==> config.mk <==
export PLATFORM = sky130hd
export DESIGN_NAME = axi_iw_converter
export DESIGN_NICKNAME = d
export VERILOG_FILES = /design/src/hdl/iw_pkg.sv /design/src/hdl/id_remap_table.sv /design/src/hdl/id_remap_ctrl.sv /design/src/hdl/axi_iw_converter.sv
export SDC_FILE = /design/constraint.sdc
export NUM_CORES = 1
export LEC_CHECK = 0
export BUFFER_PORTS_ARGS = -buffer_cell sky130_fd_sc_hd__buf_2
export CORE_AREA = 4 4 115 117
export DETAILED_ROUTE_END_ITERATION = 8
export DIE_AREA = 0 0 119 121
export PLACE_DENSITY = 0.82
export SYNTH_ARGS = -nofsm -noshare
export SYNTH_HDL_FRONTEND = slang
export SYNTH_SLANG_ARGS = --single-unit
export TNS_END_PERCENT = 5
==> constraint.sdc <==
create_clock -name clk_i -period 9.5 [get_ports clk_i]
set_clock_uncertainty 0.2 [all_clocks]
set_input_delay 0.95 -clock clk_i [delete_from_list [all_inputs] [get_ports clk_i]]
set_output_delay 0.95 -clock clk_i [all_outputs]
set_load 0.005 [all_outputs]
==> src/hdl/iw_pkg.sv <==
`default_nettype none

package iw_pkg;

  // ID widths on the slave and the master side of the converter
  localparam int unsigned SLV_ID_W = 6;
  localparam int unsigned MST_ID_W = 2;
  // Every master ID owns exactly one remap table entry
  localparam int unsigned NUM_MST_IDS = 2 ** MST_ID_W;
  // Cap on transactions in flight that share one ID
  localparam int unsigned MAX_TXNS_PER_ID = 4;
  localparam int unsigned TXN_CNT_W = $clog2(MAX_TXNS_PER_ID + 1);
  localparam int unsigned ADDR_W = 16;
  localparam int unsigned DATA_W = 32;
  // Width of the saturating stall counters in the control
  localparam int unsigned STALL_CNT_W = 16;

  typedef logic [SLV_ID_W-1:0]    slv_id_t;
  typedef logic [MST_ID_W-1:0]    mst_id_t;
  typedef logic [TXN_CNT_W-1:0]   txn_cnt_t;
  typedef logic [ADDR_W-1:0]      addr_t;
  typedef logic [DATA_W-1:0]      data_t;
  typedef logic [DATA_W/8-1:0]    strb_t;
  typedef logic [7:0]             len_t;
  typedef logic [1:0]             resp_t;
  typedef logic [STALL_CNT_W-1:0] stall_cnt_t;

  // Address channel payload, shared by AR and AW
  typedef struct packed {slv_id_t id; addr_t addr; len_t len;} slv_ax_t;
  typedef struct packed {mst_id_t id; addr_t addr; len_t len;} mst_ax_t;

  // W carries no ID, so both ports use the same type
  typedef struct packed {data_t data; strb_t strb; logic last;} w_chan_t;

  typedef struct packed {slv_id_t id; resp_t resp;} slv_b_t;
  typedef struct packed {mst_id_t id; resp_t resp;} mst_b_t;

  typedef struct packed {slv_id_t id; data_t data; resp_t resp; logic last;} slv_r_t;
  typedef struct packed {mst_id_t id; data_t data; resp_t resp; logic last;} mst_r_t;

  // Request bundles, driven by the side that issues transactions
  typedef struct packed {
    slv_ax_t aw;
    logic    aw_valid;
    w_chan_t w;
    logic    w_valid;
    logic    b_ready;
    slv_ax_t ar;
    logic    ar_valid;
    logic    r_ready;
  } slv_req_t;

  typedef struct packed {
    mst_ax_t aw;
    logic    aw_valid;
    w_chan_t w;
    logic    w_valid;
    logic    b_ready;
    mst_ax_t ar;
    logic    ar_valid;
    logic    r_ready;
  } mst_req_t;

  // Response bundles, driven by the side that answers transactions
  typedef struct packed {
    logic    aw_ready;
    logic    w_ready;
    slv_b_t  b;
    logic    b_valid;
    logic    ar_ready;
    slv_r_t  r;
    logic    r_valid;
  } slv_rsp_t;

  typedef struct packed {
    logic    aw_ready;
    logic    w_ready;
    mst_b_t  b;
    logic    b_valid;
    logic    ar_ready;
    mst_r_t  r;
    logic    r_valid;
  } mst_rsp_t;

endpackage

`default_nettype wire

==> src/hdl/id_remap_table.sv <==
`timescale 1ns/1ps
`default_nettype none

module id_remap_table (
  input  logic            clk_i,
  input  logic            rst_n_i,
  input  iw_pkg::slv_id_t lookup_id_i,
  output logic            match_o,
  output iw_pkg::mst_id_t match_idx_o,
  output logic            match_full_o,
  output logic            free_o,
  output iw_pkg::mst_id_t free_idx_o,
  input  logic            alloc_i,
  input  iw_pkg::mst_id_t alloc_idx_i,
  input  logic            release_i,
  input  iw_pkg::mst_id_t release_idx_i,
  output iw_pkg::slv_id_t orig_id_o
);

  import iw_pkg::*;

  // Owning slave ID and in-flight count of every master ID
  slv_id_t  id_q  [NUM_MST_IDS];
  txn_cnt_t cnt_q [NUM_MST_IDS];

  logic                   match_hit;
  mst_id_t                match_idx;
  logic                   free_hit;
  mst_id_t                free_idx;
  logic [NUM_MST_IDS-1:0] inc;
  logic [NUM_MST_IDS-1:0] dec;

  // An entry takes part in the compare only while it has transactions in flight
  always_comb begin
    match_hit = 1'b0;
    match_idx = '0;
    for (int i = 0; i < NUM_MST_IDS; i++) begin
      if ((cnt_q[i] != '0) && (id_q[i] == lookup_id_i)) begin
        match_hit = 1'b1;
        match_idx = mst_id_t'(i);
      end
    end
  end

  // Walk downwards so the lowest free entry is the one left standing
  always_comb begin
    free_hit = 1'b0;
    free_idx = '0;
    for (int i = NUM_MST_IDS - 1; i >= 0; i--) begin
      if (cnt_q[i] == '0) begin
        free_hit = 1'b1;
        free_idx = mst_id_t'(i);
      end
    end
  end

  assign match_o      = match_hit;
  assign match_idx_o  = match_idx;
  assign match_full_o = match_hit && (cnt_q[match_idx] == txn_cnt_t'(MAX_TXNS_PER_ID));
  assign free_o       = free_hit;
  assign free_idx_o   = free_idx;

  // Responses carry the master ID, which names the entry to read back
  assign orig_id_o = id_q[release_idx_i];

  // One-hot strobes per entry for this cycle's allocate and release
  always_comb begin
    inc = '0;
    dec = '0;
    if (alloc_i) begin
      inc[alloc_idx_i] = 1'b1;
    end
    if (release_i) begin
      dec[release_idx_i] = 1'b1;
    end
  end

  // An allocate and a release on the same entry cancel out
  always_ff @(posedge clk_i) begin
    if (!rst_n_i) begin
      for (int i = 0; i < NUM_MST_IDS; i++) begin
        cnt_q[i] <= '0;
      end
    end else begin
      for (int i = 0; i < NUM_MST_IDS; i++) begin
        if (inc[i] && !dec[i]) begin
          cnt_q[i] <= cnt_q[i] + txn_cnt_t'(1);
        end else if (dec[i] && !inc[i]) begin
          cnt_q[i] <= cnt_q[i] - txn_cnt_t'(1);
        end
      end
    end
  end

  // Rewriting a matched entry stores the ID it already holds
  always_ff @(posedge clk_i) begin
    if (alloc_i) begin
      id_q[alloc_idx_i] <= lookup_id_i;
    end
  end

endmodule

`default_nettype wire

==> src/hdl/id_remap_ctrl.sv <==
`timescale 1ns/1ps
`default_nettype none

module id_remap_ctrl (
  input  logic               clk_i,
  input  logic               rst_n_i,
  input  logic               ar_valid_i,
  input  logic               aw_valid_i,
  input  logic               rd_match_i,
  input  iw_pkg::mst_id_t    rd_match_idx_i,
  input  logic               rd_match_full_i,
  input  logic               rd_free_i,
  input  iw_pkg::mst_id_t    rd_free_idx_i,
  input  logic               wr_match_i,
  input  iw_pkg::mst_id_t    wr_match_idx_i,
  input  logic               wr_match_full_i,
  input  logic               wr_free_i,
  input  iw_pkg::mst_id_t    wr_free_idx_i,
  input  logic               mst_ar_ready_i,
  input  logic               mst_aw_ready_i,
  output logic               slv_ar_ready_o,
  output logic               slv_aw_ready_o,
  output logic               mst_ar_valid_o,
  output logic               mst_aw_valid_o,
  output iw_pkg::mst_id_t    ar_mst_id_o,
  output iw_pkg::mst_id_t    aw_mst_id_o,
  output logic               rd_alloc_o,
  output iw_pkg::mst_id_t    rd_alloc_idx_o,
  output logic               wr_alloc_o,
  output iw_pkg::mst_id_t    wr_alloc_idx_o,
  input  logic               r_last_hs_i,
  input  logic               b_hs_i,
  output logic               rd_release_o,
  output logic               wr_release_o,
  output iw_pkg::stall_cnt_t rd_stall_cnt_o,
  output iw_pkg::stall_cnt_t wr_stall_cnt_o
);

  import iw_pkg::*;

  logic       ar_grant;
  logic       aw_grant;
  mst_id_t    ar_id;
  mst_id_t    aw_id;
  stall_cnt_t rd_stall_q;
  stall_cnt_t wr_stall_q;

  // A known ID may only join its own entry, and only while that entry has room
  // A new ID needs some entry to be free
  assign ar_grant = rd_match_i ? !rd_match_full_i : rd_free_i;
  assign aw_grant = wr_match_i ? !wr_match_full_i : wr_free_i;

  // The matching entry wins over the lowest free one
  assign ar_id = rd_match_i ? rd_match_idx_i : rd_free_idx_i;
  assign aw_id = wr_match_i ? wr_match_idx_i : wr_free_idx_i;

  assign ar_mst_id_o = ar_id;
  assign aw_mst_id_o = aw_id;

  // A stalled request stays hidden from the master and sees ready low
  assign mst_ar_valid_o = ar_valid_i && ar_grant;
  assign mst_aw_valid_o = aw_valid_i && aw_grant;
  assign slv_ar_ready_o = mst_ar_ready_i && ar_grant;
  assign slv_aw_ready_o = mst_aw_ready_i && aw_grant;

  // Entries are claimed on the address handshake itself
  assign rd_alloc_o     = ar_valid_i && ar_grant && mst_ar_ready_i;
  assign wr_alloc_o     = aw_valid_i && aw_grant && mst_aw_ready_i;
  assign rd_alloc_idx_o = ar_id;
  assign wr_alloc_idx_o = aw_id;

  // A read ends with its last R beat, a write with its B response
  assign rd_release_o = r_last_hs_i;
  assign wr_release_o = b_hs_i;

  // Saturating count of cycles a valid request was held back by the table
  always_ff @(posedge clk_i) begin
    if (!rst_n_i) begin
      rd_stall_q <= '0;
      wr_stall_q <= '0;
    end else begin
      if (ar_valid_i && !ar_grant && (rd_stall_q != '1)) begin
        rd_stall_q <= rd_stall_q + stall_cnt_t'(1);
      end
      if (aw_valid_i && !aw_grant && (wr_stall_q != '1)) begin
        wr_stall_q <= wr_stall_q + stall_cnt_t'(1);
      end
    end
  end

  assign rd_stall_cnt_o = rd_stall_q;
  assign wr_stall_cnt_o = wr_stall_q;

endmodule

`default_nettype wire

==> src/hdl/axi_iw_converter.sv <==
`timescale 1ns/1ps
`default_nettype none

module axi_iw_converter (
  input  logic             clk_i,
  input  logic             rst_n_i,
  input  iw_pkg::slv_req_t slv_req_i,
  output iw_pkg::slv_rsp_t slv_rsp_o,
  output iw_pkg::mst_req_t mst_req_o,
  input  iw_pkg::mst_rsp_t mst_rsp_i
);

  import iw_pkg::*;

  // Lookup results of the read table
  logic    rd_match;
  mst_id_t rd_match_idx;
  logic    rd_match_full;
  logic    rd_free;
  mst_id_t rd_free_idx;
  slv_id_t rd_orig_id;
  // Lookup results of the write table
  logic    wr_match;
  mst_id_t wr_match_idx;
  logic    wr_match_full;
  logic    wr_free;
  mst_id_t wr_free_idx;
  slv_id_t wr_orig_id;

  logic    slv_ar_ready;
  logic    slv_aw_ready;
  logic    mst_ar_valid;
  logic    mst_aw_valid;
  mst_id_t ar_mst_id;
  mst_id_t aw_mst_id;
  logic    rd_alloc;
  mst_id_t rd_alloc_idx;
  logic    wr_alloc;
  mst_id_t wr_alloc_idx;
  logic    rd_release;
  logic    wr_release;
  logic    r_last_hs;
  logic    b_hs;

  // Completion strobes, seen on the response handshakes
  assign r_last_hs = mst_rsp_i.r_valid && slv_req_i.r_ready && mst_rsp_i.r.last;
  assign b_hs      = mst_rsp_i.b_valid && slv_req_i.b_ready;

  id_remap_table u_rd_table (
    .clk_i         (clk_i),
    .rst_n_i       (rst_n_i),
    .lookup_id_i   (slv_req_i.ar.id),
    .match_o       (rd_match),
    .match_idx_o   (rd_match_idx),
    .match_full_o  (rd_match_full),
    .free_o        (rd_free),
    .free_idx_o    (rd_free_idx),
    .alloc_i       (rd_alloc),
    .alloc_idx_i   (rd_alloc_idx),
    .release_i     (rd_release),
    .release_idx_i (mst_rsp_i.r.id),
    .orig_id_o     (rd_orig_id)
  );

  id_remap_table u_wr_table (
    .clk_i         (clk_i),
    .rst_n_i       (rst_n_i),
    .lookup_id_i   (slv_req_i.aw.id),
    .match_o       (wr_match),
    .match_idx_o   (wr_match_idx),
    .match_full_o  (wr_match_full),
    .free_o        (wr_free),
    .free_idx_o    (wr_free_idx),
    .alloc_i       (wr_alloc),
    .alloc_idx_i   (wr_alloc_idx),
    .release_i     (wr_release),
    .release_idx_i (mst_rsp_i.b.id),
    .orig_id_o     (wr_orig_id)
  );

  // The stall counters are kept for debug and not routed out here
  id_remap_ctrl u_ctrl (
    .clk_i           (clk_i),
    .rst_n_i         (rst_n_i),
    .ar_valid_i      (slv_req_i.ar_valid),
    .aw_valid_i      (slv_req_i.aw_valid),
    .rd_match_i      (rd_match),
    .rd_match_idx_i  (rd_match_idx),
    .rd_match_full_i (rd_match_full),
    .rd_free_i       (rd_free),
    .rd_free_idx_i   (rd_free_idx),
    .wr_match_i      (wr_match),
    .wr_match_idx_i  (wr_match_idx),
    .wr_match_full_i (wr_match_full),
    .wr_free_i       (wr_free),
    .wr_free_idx_i   (wr_free_idx),
    .mst_ar_ready_i  (mst_rsp_i.ar_ready),
    .mst_aw_ready_i  (mst_rsp_i.aw_ready),
    .slv_ar_ready_o  (slv_ar_ready),
    .slv_aw_ready_o  (slv_aw_ready),
    .mst_ar_valid_o  (mst_ar_valid),
    .mst_aw_valid_o  (mst_aw_valid),
    .ar_mst_id_o     (ar_mst_id),
    .aw_mst_id_o     (aw_mst_id),
    .rd_alloc_o      (rd_alloc),
    .rd_alloc_idx_o  (rd_alloc_idx),
    .wr_alloc_o      (wr_alloc),
    .wr_alloc_idx_o  (wr_alloc_idx),
    .r_last_hs_i     (r_last_hs),
    .b_hs_i          (b_hs),
    .rd_release_o    (rd_release),
    .wr_release_o    (wr_release),
    .rd_stall_cnt_o  (),
    .wr_stall_cnt_o  ()
  );

  // Master side requests carry the remapped IDs, the rest passes straight on
  always_comb begin
    mst_req_o.aw.id   = aw_mst_id;
    mst_req_o.aw.addr = slv_req_i.aw.addr;
    mst_req_o.aw.len  = slv_req_i.aw.len;
    mst_req_o.aw_valid = mst_aw_valid;
    mst_req_o.w       = slv_req_i.w;
    mst_req_o.w_valid = slv_req_i.w_valid;
    mst_req_o.b_ready = slv_req_i.b_ready;
    mst_req_o.ar.id   = ar_mst_id;
    mst_req_o.ar.addr = slv_req_i.ar.addr;
    mst_req_o.ar.len  = slv_req_i.ar.len;
    mst_req_o.ar_valid = mst_ar_valid;
    mst_req_o.r_ready = slv_req_i.r_ready;
  end

  // Responses get back the slave ID stored under their master ID
  always_comb begin
    slv_rsp_o.aw_ready = slv_aw_ready;
    slv_rsp_o.w_ready  = mst_rsp_i.w_ready;
    slv_rsp_o.b.id     = wr_orig_id;
    slv_rsp_o.b.resp   = mst_rsp_i.b.resp;
    slv_rsp_o.b_valid  = mst_rsp_i.b_valid;
    slv_rsp_o.ar_ready = slv_ar_ready;
    slv_rsp_o.r.id     = rd_orig_id;
    slv_rsp_o.r.data   = mst_rsp_i.r.data;
    slv_rsp_o.r.resp   = mst_rsp_i.r.resp;
    slv_rsp_o.r.last   = mst_rsp_i.r.last;
    slv_rsp_o.r_valid  = mst_rsp_i.r_valid;
  end

endmodule

`default_nettype wire

==> out/qor_table.md <==
| Metric | Reported |
|---|---|
| Result of the run | complete, no violations |
| Sequential fraction of the synthesis area | 38.3% |
| Cell chosen for the clock root | clkbuf_16 |
| Height of the die | 121 um |
| Placement row count | 41 |
| Transition time of the tightest slew-check pin | 0.799 ns |
| Total of buffers placed on input and output ports | 51 |
| Critical path launch point | slv_req_i[31] |
| RSZ-0062 raised after global routing | no |
| Slew Limit Fails | 0 |
| Setup total negative slack | 0 ns |
| Area overhead of the layout relative to synthesis | -3.63% |
| Critical path required time | 9.51 ns |
| Total iterations of the first detailed-routing run | 5 |
| Gr ovfl total | 0 |
| Vias after detailed routing | 3,737 |
| GP Congestion | 0.873 |
| Launching element type of the critical path | primary input |
| Cell Int Power | 0.700 mW |
| DRT iter0 DRCs | 317 |
| Number of vias per cell | 5.96 |
| Maximum vdd ir drop | 0.141 mV |
| Overall die width | 119 um |
| Final period utilization | 44.9% |
| Combinational group share of total power | 13.8% |
| # fillers | 1,098 |
| CTS tree | yes |
| Residual antenna-violating net count after detailed routing | 0 |
| Area of the mapped netlist | 5650 sq um |
| Met2 routed WL | 6550 um |
| Number of I/O pins | 298 |
| Share of the synthesized area in the top cell type | 38.3% |
| Rel. slew slack | 46.7% |
| Critical path start-end classification | primary input to flip-flop |
| Total setup buffers inserted after CTS | 0 |
| CTS clk-pin slew, worst paths | 0.06 ns |
| Main flop type after synthesis | edfxtp_1 |
| Max Cap Viol | 0 |
| Number of levels the H-tree was split into | 3 |
| Library cells used by synthesis | 64 |
| Post-detailed-route DRC marker count | 0 |
| Number of clock buffers inserted by TritonCTS | 9 |
| Starting utilization of the core area | 45.7% |
| Worst min path class | flip-flop to flip-flop |
| Wire length of the first global-routing pass | 20,800 um |
| Overall die area | 14,400 sq um |
| Minimum period implied by the final worst setup slack | 4.26 ns |
| Power per cell area | 170 nW/um^2 |
| Final Routed Wirelength | 14,000 um |
| Count leader, synth | buf_4 |
| Switching part of the total | 24.2% |
| Insertion delay of the later-clocked pin in the worst-skew pair | 0.34 ns |
| Cell taking the most area after synthesis | edfxtp_1 |
| Final setup fails | 0 |
| Top achievable clock speed | 235 MHz |
| Placed inst area | 5080 sq um |
| Post-layout power | 0.923 mW |
| Launch point of the worst reg-to-reg path | u_rd_table.cnt_q[3][0] |
| Synth top cells by count | buf_4 (132), edfxtp_1 (72), nand3_1 (32), xnor2_1 (32), xor2_1 (26) |
| Source of the worst hold timing path | u_wr_table.cnt_q[1][0] |
| Avg WL per Cell | 22.3 um |
| Net Switching | 0.223 mW |
| Clock tree buffer depth | 2 |
| Post-Syn Nets | 690 |
| Number of instances in the synthesized netlist | 528 |
| Final instance area | 5440 sq um |
| Initial antenna violation count | 0 |
| All-Layer GR Usage | 18.9% |
| Final hold viol count | 0 |
| Leak Pwr | 1.97 nW |
| Number of inserted diodes | 0 |
| Wl on met1 | 4660 um |
| Post-synthesis register bit count | 72 |
| CTS Hold Buffers Added | 0 |
| Quantity of gates resized following cts | 0 |
| Syn_area_per_cell | 10.7 sq um |
| Max layer used | met5 |
| Post-layout nets | 612 |
| Share of synthesized flip-flops with an asynchronous set or reset | 0% |
| Largest net degree at the start of global routing | 29 |
| Part of the power in the clock network | 45.6% |
| Register share of total power | 40.6% |
| Placeable core region | 12,400 sq um |
| Number of flops mapped to enable cells by yosys | 72 |
| Routed met3 length | 2170 um |
| Most area-consuming cells after synthesis | edfxtp_1 (38%), buf_4 (18%), xnor2_1 (5.0%), mux4_2 (4.8%), xor2_1 (4.0%) |
| Final core utilization | 44.0% |
| CTS sink cnt | 72 |
| Detailed-placement wirelength estimate | 10,700 um |
| Proportion of layout cells with a drive suffix above 1 | 22.2% |
| Vias in the first global route | 3,724 |
| CP Max Fanout | 8 |
| Data arrival time of the critical path | 4.28 ns |
| Ys Warns | 0 |
| Category of the worst setup path capture point | flip-flop |
==> cell families after synthesis <==
family,count (synthesis),share of synthesized area (%)
xor+xnor,58,8.99
fa+ha+maj,12,3.46
flops,72,38.3
simple gates,141,13.8
buf+inv,166,20.2
mux,26,7.46
compound gates,53,7.82
==> placed cells by master (no fill, tap or decap), drive strengths merged, types with 4 or more instances in the layout <==
cell type  netlist  routed
nor3            14      14
a21oi            6       6
nand4           10      10
a21o             4       4
bufinv           0       4
xor2            26      26
edfxtp          72      72
ha               6       6
nor3b            4       4
clkbuf           8      11
nand3           32      32
mux4            12      12
mux2i            8       8
nor2            16      16
or3             10      10
buf            133      52
and3             8       8
inv             25      25
mux2             6       6
xnor2           32      32
nor4             4       4
nand2           24      24
o21ai            5       5
fa               6       6
a211oi          15      15
==> final timing paths <==
check / to / slack, ns / depth (start not counted)
min: u_wr_table.cnt_q[1][0] / 0.41 / 1
max: u_rd_table.cnt_q[1][2] / 5.24 / 13
max reg2reg: u_rd_table.cnt_q[1][2] / 5.46 / 14
min reg2reg: u_wr_table.cnt_q[1][0] / 0.41 / 1
==> per-stage QoR <==
stage          cells  hold WS [ns]  worst slack (ns)
2_1_floorplan    528         0.360              5.42
3_3_place_gp     611         0.389              5.04
3_5_place_dp     611         0.404              4.93
4_1_cts          627         0.407              5.27
5_1_grt          627         0.413              5.06
6_report         627         0.405              5.24
==> power groups by stage <==
stage	Combinational [mW]	Clock, mW	Sequential (mW)
3_5_place_dp	0.126	0	0.381
3_3_place_gp	0.121	0	0.380
6_report	0.128	0.421	0.375
5_1_grt	0.140	0.435	0.376
2_1_floorplan	0.130	0	0.378
4_1_cts	0.127	0.423	0.375
==> area by class of cell <==
| class | count | area [sq um] | area share, % |
|---|---|---|---|
| Multi-Input combinational cell | 290 | 2350 | 43.1 |
| Sequential cell | 72 | 2160 | 39.7 |
| Timing Repair Buffer | 52 | 263 | 4.83 |
| Clock buffer | 11 | 233 | 4.27 |
| Tap cell | 172 | 215 | 3.95 |
| Clock inverter | 5 | 129 | 2.37 |
| Inverter | 25 | 93.8 | 1.72 |
==> metal layers <==
| metal | vias to the layer above | GRT usage [%] |
|---|---|---|
| li1 | 1615 | - |
| met1 | 1747 | 20.6 |
| met2 | 312 | 29.3 |
| met3 | 61 | 10.4 |
| met4 | 2 | 10.1 |
| met5 | - | 3.68 |
==> worst max-delay path, stage by stage <==
cell and delay [ns]:
buf_2 0.16, xnor2_1 0.20, nand4_1 0.13, nor3_1 0.34, mux2_2 0.39, o2111a_1 0.33
and2_1 0.33, or3_1 0.41, fa_1 0.39, xor2_1 0.19, nand2_1 0.08, a211oi_1 0.23
a31o_2 0.14
==> flip-flops by register name (all words and copies together), names as in the netlist <==
signal / cells
u_wr_table.cnt_q: 12
u_wr_table.id_q: 24
u_rd_table.id_q: 24
u_rd_table.cnt_q: 12
Power figures use the tool's default switching activity.
